`config.mk`:
```
export PLATFORM = sky130hd
export DESIGN_NAME = uart_msg_top
export DESIGN_NICKNAME = d
export VERILOG_FILES = /design/src/logic/uart_msg_pkg.sv /design/src/logic/byte_fifo_if.sv /design/src/logic/byte_fifo.sv /design/src/logic/uart_tx.sv /design/src/logic/msg_sender.sv /design/src/logic/tx_config.sv /design/src/logic/uart_msg_top.sv
export VERILOG_INCLUDE_DIRS = /design/src /design/src/logic
export SDC_FILE = /design/constraint.sdc
export NUM_CORES = 1
export LEC_CHECK = 0
export BUFFER_PORTS_ARGS = -buffer_cell sky130_fd_sc_hd__buf_2
export CAP_MARGIN = 20
export CORE_UTILIZATION = 60
export DETAILED_ROUTE_END_ITERATION = 10
export PLACE_DENSITY_LB_ADDON = 0.15
export SKIP_CTS_REPAIR_TIMING = 1
export SYNTH_ARGS = -nofsm -noshare
export SYNTH_HDL_FRONTEND = slang
export SYNTH_HIERARCHICAL = 1
export SYNTH_SLANG_ARGS = --single-unit
```
`constraint.sdc`:
```
create_clock -name CLK -period 10.6 [get_ports CLK]
set_input_delay 3.18 -clock CLK [delete_from_list [all_inputs] [get_ports CLK]]
set_output_delay 3.18 -clock CLK [all_outputs]
set_load 0.02 [all_outputs]
```
`src/logic/uart_msg_defs.svh`:
```
`ifndef UART_MSG_DEFS_SVH
`define UART_MSG_DEFS_SVH

// FIFO entries between sender and transmitter
`define UART_FIFO_DEPTH 16

// Greeting plus CR LF
`define UART_MSG_LEN 15

// Clock cycles per bit
`define UART_BAUD_DIV_RESET 16
`define UART_BAUD_DIV_MIN 4

// Register map
`define UART_ADDR_BAUD 0
`define UART_ADDR_CTRL 1
`define UART_ADDR_START 2

`endif

```
`src/logic/uart_msg_pkg.sv`:
```
`include "uart_msg_defs.svh"

package uart_msg_pkg;

  typedef logic [7:0] byte_t;

  typedef logic [15:0] baud_div_t; // Clock cycles per bit

  typedef logic [1:0] cfg_addr_t;

  typedef logic [$clog2(`UART_MSG_LEN)-1:0] msg_ptr_t; // Index into the message ROM

  typedef enum logic [1:0] {
    TX_IDLE,
    TX_START,
    TX_DATA,
    TX_STOP
  } tx_state_t;

  typedef enum logic {
    SEND_IDLE,
    SEND_WRITE
  } send_state_t;

endpackage

```
`src/logic/byte_fifo_if.sv`:
```
`timescale 1ns/1ps

interface byte_fifo_if;
  import uart_msg_pkg::*;

  logic  wr_en;
  byte_t wr_data;
  logic  full;
  logic  rd_en;
  byte_t rd_data; // Head entry, valid while empty is low
  logic  empty;

  modport writer (
    output wr_en, wr_data,
    input  full
  );

  modport reader (
    output rd_en,
    input  rd_data, empty
  );

  modport storage (
    input  wr_en, wr_data, rd_en,
    output full, rd_data, empty
  );

endinterface

```
`src/logic/byte_fifo.sv`:
```
`timescale 1ns/1ps

module byte_fifo #(
  parameter int DEPTH = 16
) (
  input logic         CLK,
  input logic         reset,
  byte_fifo_if.storage fifo
);
  import uart_msg_pkg::*;

  localparam int PTR_W = (DEPTH > 1) ? $clog2(DEPTH) : 1;
  localparam int CNT_W = $clog2(DEPTH + 1);

  byte_t             mem [DEPTH];
  logic [PTR_W-1:0]  wr_ptr;
  logic [PTR_W-1:0]  rd_ptr;
  logic [CNT_W-1:0]  count;
  logic              do_wr;
  logic              do_rd;

  assign do_wr = fifo.wr_en && !fifo.full; // Write to a full FIFO is dropped
  assign do_rd = fifo.rd_en && !fifo.empty; // Read of an empty FIFO is dropped

  always_ff @(posedge CLK) begin
    if (do_wr) begin
      mem[wr_ptr] <= fifo.wr_data;
    end
  end

  always_ff @(posedge CLK) begin
    if (reset) begin
      wr_ptr <= '0;
      rd_ptr <= '0;
      count  <= '0;
    end else begin
      if (do_wr) begin
        wr_ptr <= (wr_ptr == PTR_W'(DEPTH - 1)) ? '0 : wr_ptr + 1'b1;
      end
      if (do_rd) begin
        rd_ptr <= (rd_ptr == PTR_W'(DEPTH - 1)) ? '0 : rd_ptr + 1'b1;
      end
      case ({do_wr, do_rd})
        2'b10:   count <= count + 1'b1;
        2'b01:   count <= count - 1'b1;
        default: count <= count;
      endcase
    end
  end

  assign fifo.empty   = (count == '0);
  assign fifo.full    = (count == CNT_W'(DEPTH));
  assign fifo.rd_data = mem[rd_ptr]; // First word fall through

endmodule

```
`src/logic/uart_tx.sv`:
```
`timescale 1ns/1ps

module uart_tx (
  input  logic                  CLK,
  input  logic                  reset,
  input  uart_msg_pkg::baud_div_t baud_div,
  byte_fifo_if.reader           fifo,
  output logic                  tx,
  output logic                  tx_active
);
  import uart_msg_pkg::*;

  tx_state_t state;
  baud_div_t div_q;    // Divisor latched per frame
  baud_div_t bit_cnt;
  logic [2:0] bit_idx;
  byte_t     shift;
  logic      pop;      // Registered read strobe, doubles as capture flag
  logic      bit_end;

  assign bit_end = (bit_cnt == div_q - 1'b1);

  always_ff @(posedge CLK) begin
    if (reset) begin
      state   <= TX_IDLE;
      pop     <= 1'b0;
      bit_cnt <= '0;
      bit_idx <= '0;
    end else begin
      case (state)
        TX_IDLE: begin
          bit_cnt <= '0;
          bit_idx <= '0;
          if (pop) begin
            pop   <= 1'b0;
            state <= TX_START; // Head is captured on this edge
          end else if (!fifo.empty) begin
            pop <= 1'b1;
          end
        end
        TX_START: begin
          if (bit_end) begin
            bit_cnt <= '0;
            state   <= TX_DATA;
          end else begin
            bit_cnt <= bit_cnt + 1'b1;
          end
        end
        TX_DATA: begin
          if (bit_end) begin
            bit_cnt <= '0;
            bit_idx <= bit_idx + 1'b1;
            if (bit_idx == 3'd7) begin
              state <= TX_STOP;
            end
          end else begin
            bit_cnt <= bit_cnt + 1'b1;
          end
        end
        TX_STOP: begin
          if (bit_end) begin
            bit_cnt <= '0;
            state   <= TX_IDLE;
          end else begin
            bit_cnt <= bit_cnt + 1'b1;
          end
        end
        default: state <= TX_IDLE;
      endcase
    end
  end

  // Frame payload
  always_ff @(posedge CLK) begin
    if (state == TX_IDLE && pop) begin
      shift <= fifo.rd_data;
      div_q <= baud_div;
    end else if (state == TX_DATA && bit_end) begin
      shift <= shift >> 1; // LSB first
    end
  end

  assign fifo.rd_en = pop;

  always_comb begin
    case (state)
      TX_START: tx = 1'b0;
      TX_DATA:  tx = shift[0];
      default:  tx = 1'b1; // Idle and stop level
    endcase
  end

  assign tx_active = (state != TX_IDLE);

endmodule

```
`src/logic/msg_sender.sv`:
```
`timescale 1ns/1ps
`include "uart_msg_defs.svh"

module msg_sender (
  input  logic        CLK,
  input  logic        reset,
  input  logic        start,
  input  logic        repeat_en,
  byte_fifo_if.writer fifo,
  output logic        active,
  output logic        msg_done
);
  import uart_msg_pkg::*;

  send_state_t state;
  msg_ptr_t    idx;
  byte_t       rom_byte;
  logic        last;

  // Greeting ROM
  always_comb begin
    case (idx)
      4'd0:    rom_byte = "H";
      4'd1:    rom_byte = "e";
      4'd2:    rom_byte = "l";
      4'd3:    rom_byte = "l";
      4'd4:    rom_byte = "o";
      4'd5:    rom_byte = ",";
      4'd6:    rom_byte = " ";
      4'd7:    rom_byte = "F";
      4'd8:    rom_byte = "i";
      4'd9:    rom_byte = "f";
      4'd10:   rom_byte = "o";
      4'd11:   rom_byte = "!";
      4'd12:   rom_byte = "!";
      4'd13:   rom_byte = 8'h0d; // CR
      4'd14:   rom_byte = 8'h0a; // LF
      default: rom_byte = 8'h00;
    endcase
  end

  assign fifo.wr_en   = (state == SEND_WRITE) && !fifo.full; // Stall on full
  assign fifo.wr_data = rom_byte;
  assign last         = (idx == msg_ptr_t'(`UART_MSG_LEN - 1));

  always_ff @(posedge CLK) begin
    if (reset) begin
      state    <= SEND_IDLE;
      idx      <= '0;
      msg_done <= 1'b0;
    end else begin
      msg_done <= 1'b0;
      case (state)
        SEND_IDLE: begin
          idx <= '0;
          if (start || (msg_done && repeat_en)) begin
            state <= SEND_WRITE;
          end
        end
        SEND_WRITE: begin
          if (fifo.wr_en) begin
            if (last) begin
              idx      <= '0;
              msg_done <= 1'b1;
              state    <= SEND_IDLE;
            end else begin
              idx <= idx + 1'b1;
            end
          end
        end
        default: state <= SEND_IDLE;
      endcase
    end
  end

  assign active = (state == SEND_WRITE);

endmodule

```
`src/logic/tx_config.sv`:
```
`timescale 1ns/1ps
`include "uart_msg_defs.svh"

module tx_config (
  input  logic                    CLK,
  input  logic                    reset,
  input  logic                    cfg_wr,
  input  uart_msg_pkg::cfg_addr_t cfg_addr,
  input  logic [15:0]             cfg_wdata,
  output logic [15:0]             cfg_rdata,
  output uart_msg_pkg::baud_div_t baud_div,
  output logic                    repeat_en,
  output logic                    start
);
  import uart_msg_pkg::*;

  localparam baud_div_t DIV_MIN = baud_div_t'(`UART_BAUD_DIV_MIN);

  logic wr_baud;
  logic wr_ctrl;
  logic wr_start;

  assign wr_baud  = cfg_wr && (cfg_addr == cfg_addr_t'(`UART_ADDR_BAUD));
  assign wr_ctrl  = cfg_wr && (cfg_addr == cfg_addr_t'(`UART_ADDR_CTRL));
  assign wr_start = cfg_wr && (cfg_addr == cfg_addr_t'(`UART_ADDR_START));

  always_ff @(posedge CLK) begin
    if (reset) begin
      baud_div  <= baud_div_t'(`UART_BAUD_DIV_RESET);
      repeat_en <= 1'b0;
      start     <= 1'b0;
    end else begin
      start <= wr_start; // Single-cycle pulse, nothing stored
      if (wr_baud) begin
        baud_div <= (cfg_wdata < DIV_MIN) ? DIV_MIN : cfg_wdata;
      end
      if (wr_ctrl) begin
        repeat_en <= cfg_wdata[0];
      end
    end
  end

  // Read-back
  always_comb begin
    case (cfg_addr)
      cfg_addr_t'(`UART_ADDR_BAUD): cfg_rdata = baud_div;
      cfg_addr_t'(`UART_ADDR_CTRL): cfg_rdata = {15'b0, repeat_en};
      default:                      cfg_rdata = '0;
    endcase
  end

endmodule

```
`src/logic/uart_msg_top.sv`:
```
`timescale 1ns/1ps
`include "uart_msg_defs.svh"

module uart_msg_top (
  input  logic                    CLK,
  input  logic                    reset,
  input  logic                    cfg_wr,
  input  uart_msg_pkg::cfg_addr_t cfg_addr,
  input  logic [15:0]             cfg_wdata,
  output logic [15:0]             cfg_rdata,
  output logic                    uart_tx,
  output logic                    busy,
  output logic                    msg_done
);
  import uart_msg_pkg::*;

  baud_div_t baud_div;
  logic      repeat_en;
  logic      start;
  logic      sender_active;
  logic      tx_active;

  byte_fifo_if fifo_bus ();

  tx_config i_tx_config (
    .CLK       (CLK),
    .reset     (reset),
    .cfg_wr    (cfg_wr),
    .cfg_addr  (cfg_addr),
    .cfg_wdata (cfg_wdata),
    .cfg_rdata (cfg_rdata),
    .baud_div  (baud_div),
    .repeat_en (repeat_en),
    .start     (start)
  );

  msg_sender i_msg_sender (
    .CLK       (CLK),
    .reset     (reset),
    .start     (start),
    .repeat_en (repeat_en),
    .fifo      (fifo_bus.writer),
    .active    (sender_active),
    .msg_done  (msg_done)
  );

  byte_fifo #(
    .DEPTH (`UART_FIFO_DEPTH)
  ) i_byte_fifo (
    .CLK   (CLK),
    .reset (reset),
    .fifo  (fifo_bus.storage)
  );

  uart_tx i_uart_tx (
    .CLK       (CLK),
    .reset     (reset),
    .baud_div  (baud_div),
    .fifo      (fifo_bus.reader),
    .tx        (uart_tx),
    .tx_active (tx_active)
  );

  assign busy = sender_active || !fifo_bus.empty || tx_active; // Any stage still working

endmodule

```
==> metrics.md <==
| Metric | Value |
|---|---|
| R2R depth | 12 |
| Clock power share | 0.455 |
| Power Density | 161.2 nW/um2 |
| CTS sink count | 221 |
| # rows | 46 |
| RSZ-0062 raised after global routing | false |
| DP HPWL | 13420 um |
| Die Area | 17200 um2 |
| Crit path arrival time | 4.19 ns |
| Post-synthesis sequential area ratio | 0.5940 |
| Routability congestion estimate | 0.9242 |
| Vias/cell | 5.985 |
| GRT Overall Usage | 0.2327 |
| CP max FO | 15 |
| Routed WL | 19910 um |
| Remaining antenna violation count after routing | 0 |
| Final hold vios | 0 |
| Crit path from | cfg_addr[1] |
| Sequential Area | 5948 um2 |
| Die extent in x | 131.2 um |
| Worst Hold Path Cells | 0 |
| Clock latency on the worst-skew pair | 0.52 ns |
| Asr flop ratio synth | 0 |
| CP startpoint kind | input port |
| Final min period | 7.368 ns |
| Netlist cell types | 78 |
| Worst slew pin tran | 0.9082 ns |
| Starting Density | 0.6233 |
| Psw | 0.0003634 W |
| Synthesis warning total | 6 |
| Seq pwr share | 0.520 |
| Multi-input logic area | 3761 um2 |
| CTS Root Cell | clkbuf_16 |
| Clock buffer depth | 3 |
| Main synth FF type | edfxtp_1 |
| CTS tree | built |
| Initial antenna violation count | 0 |
| # diodes | 0 |
| Setup TNS | 0 ns |
| DR pass1 iterations | 5 |
| CTS Buf Count | 23 |
| Crit. End Element | primary output |
| MaxCap Viol Count | 0 |
| Share of cells above drive strength 1 | 0.2069 |
| Avg Inst Size Synth | 13.67 um2 |
| Final setup vio count | 0 |
| Top Ports | 40 |
| Drt initial violations | 470 |
| Number of synthesized flops with an enable pin | 152 |
| Min-delay src | i_tx_config/baud_div[11] |
| Clock Skews | 0.006500 ns |
| Final count of pins violating max slew | 0 |
| Final #Nets | 812 |
| Post-Syn Area | 10010 um2 |
| Sw frac | 0.2031 |
| Core box area | 16060 um2 |
| Setup Crit Path Kind | in -> out |
| Vias in the first global route | 5918 |
| Reg-to-reg endpoint | i_byte_fifo/count[4] |
| # fillers | 1083 |
| Status | complete, no violations |
| End of the worst hold path | i_uart_tx/div_q[11] |
| CTS H-Tree Depth | 1 |
| Reg2Reg Setup Slack | 6.86 ns |
| Fmax | 0.1357 GHz |
| Logic pwr share | 0.025 |
| Max VDD drop | 0.0001274 V |
| First-pass GRT wire length | 31350 um |
| Die H | 131.2 um |
| R2R Path Start | i_byte_fifo/count[1] |
| Post-layout util | 0.6912 |
| Vias post-DR | 5979 |
| P&R area growth vs syn | 10.89% |
| Slew HR | 0.3945 |
| Total congestion overflow | 0 |
| IO buf count | 39 |
| Hold crit path type | reg -> reg |
| Total leakage power | 3.848 nW |
| Worst endpoint required time | 7.42 ns |
| Post-DR wirelength/cell | 19.93 um |
| P_int | 0.001426 W |
| Pin count of the biggest net entering global routing | 55 |
| Worst-path clk slew | 0.06 ns |
| Fin crit share | 0.6951 |
| Worst hold slack | 0.4615 ns |
| Cell count after synthesis | 732 |
| Residual DRC count | 0 |
| #FFs+latches synth | 221 |
-- per-layer routing --
layer | share of wire | up-vias | track usage
li1 | - | 2797 | -
met1 | 0.44 | 2993 | 0.3200
met2 | 0.49 | 154 | 0.3886
met3 | 0.043 | 35 | 0.03164
met4 | 0.025 | 0 | 0.06667
met5 | 0 | - | 0
-- registers in the layout (all words and copies together), names as in the netlist, 2 cells and up, named ones only --
register / cells
i_byte_fifo/mem: 128
i_uart_tx/shift: 8
i_byte_fifo/wr_ptr: 4
i_tx_config/baud_div: 16
i_byte_fifo/count: 5
i_msg_sender/fifo.wr_data: 6
i_uart_tx/div_q: 16
i_uart_tx/bit_idx: 3
i_uart_tx/state: 2
i_msg_sender/idx: 4
i_byte_fifo/rd_ptr: 4
i_uart_tx/bit_cnt: 16
-- kinds of logic (layout without fill, tap and decap cells) --
family | count (synthesis) | in the layout | synth area share
other | 1 | 2 | 0.0003746
buffers and inverters | 63 | 113 | 0.03312
AO/OA/AOI/OAI | 84 | 84 | 0.05900
AND/OR/NAND/NOR | 231 | 231 | 0.1288
XOR/XNOR | 41 | 41 | 0.03587
flip-flops | 221 | 221 | 0.5940
adder cells (fa/ha/maj) | 25 | 25 | 0.03125
multiplexers | 66 | 66 | 0.1176
-- layout make-up --
type | count | area share
Clock buffer | 31 | 0.05907
Clock inverter | 11 | 0.01139
Timing Repair Buffer | 45 | 0.02164
Tap cell | 216 | 0.02435
Inverter | 26 | 0.008793
Multi-Input combinational cell | 449 | 0.3389
Sequential cell | 221 | 0.5359
-- how the worst max path moves through the flow --
stage / end / slack (ns) / depth (start not counted)
floorplan: cfg_rdata[11] / 3.59 / 3
global placement: cfg_rdata[10] / 3.36 / 4
detailed placement: cfg_rdata[11] / 3.24 / 4
CTS: cfg_rdata[11] / 3.24 / 4
global route: cfg_rdata[11] / 3.14 / 4
finish: cfg_rdata[11] / 3.23 / 4
-- stage by stage --
step,total power (W),cells,worst slack [ns],instance area [um2]
4_1_cts,0.001802,999,3.236,11100
5_1_grt,0.001838,999,3.136,11100
3_5_place_dp,0.0009918,957,3.238,10320
3_3_place_gp,0.0009897,957,3.360,10320
6_report,0.001789,999,3.232,11100
2_1_floorplan,0.0009769,733,3.588,10010
-- power by group through the flow --
stage	sequential [W]	clock, W	combinational [W]
after CTS	0.000930	0.000829	0.0000434
after global placement	0.000948	0	0.0000414
after global routing	0.000931	0.000859	0.0000482
after detailed placement	0.000949	0	0.0000429
after floorplan	0.000945	0	0.0000315
final	0.000930	0.000815	0.0000441
-- layout by cell type, fill, tap and decap left out, types with 23 or more instances in the layout --
cell type,n
inv_1,25
nor2_1,53
buf_2,39
mux4_2,40
and2_1,32
clkbuf_16,23
ha_1,25
a21oi_1,30
dfxtp_1,67
nand2_1,43
edfxtp_1,152
xnor2_1,23
-- cells in the mapped netlist, drive strengths merged, types with 2 or more instances --
| master | n | area (um2) |
|---|---|---|
| edfxtp | 152 | 4564 |
| dfxtp | 69 | 1381 |
| nor2 | 54 | 210.2 |
| nand2 | 44 | 167.7 |
| mux4 | 40 | 900.9 |
| and2 | 32 | 200.2 |
| a21oi | 31 | 158.9 |
| inv | 26 | 97.59 |
| ha | 25 | 312.8 |
| buf | 23 | 176.4 |
| xnor2 | 23 | 201.4 |
| xor2 | 18 | 157.7 |
| nor3 | 16 | 80.08 |
| o21ai | 16 | 102.6 |
| nand3 | 15 | 75.07 |
| clkbuf | 14 | 57.55 |
| mux2 | 13 | 146.4 |
| mux2i | 13 | 130.1 |
| nand4 | 9 | 56.30 |
| nor4 | 8 | 71.32 |
| nand2b | 7 | 51.30 |
| or3 | 7 | 50.05 |
| nor2b | 6 | 37.54 |
| nor4b | 6 | 52.55 |
| a31oi | 5 | 31.28 |
| o31ai | 5 | 37.54 |
| and3 | 4 | 25.02 |
| nand3b | 4 | 30.03 |
| nor3b | 4 | 45.05 |
| o211ai | 4 | 30.03 |
| or3b | 4 | 35.04 |
| a211oi | 3 | 22.52 |
| a22o | 2 | 17.52 |
| a311o | 2 | 20.02 |
| and3b | 2 | 17.52 |
| o2111ai | 2 | 17.52 |
| or2 | 2 | 12.52 |
| or4 | 2 | 22.52 |
-- critical path: stages --
cell	delay, ns
buf_2	0.13
nor2_1	0.49
and2_1	0.22
buf_2	0.16
No activity file was read; power rests on OpenSTA's default activity.
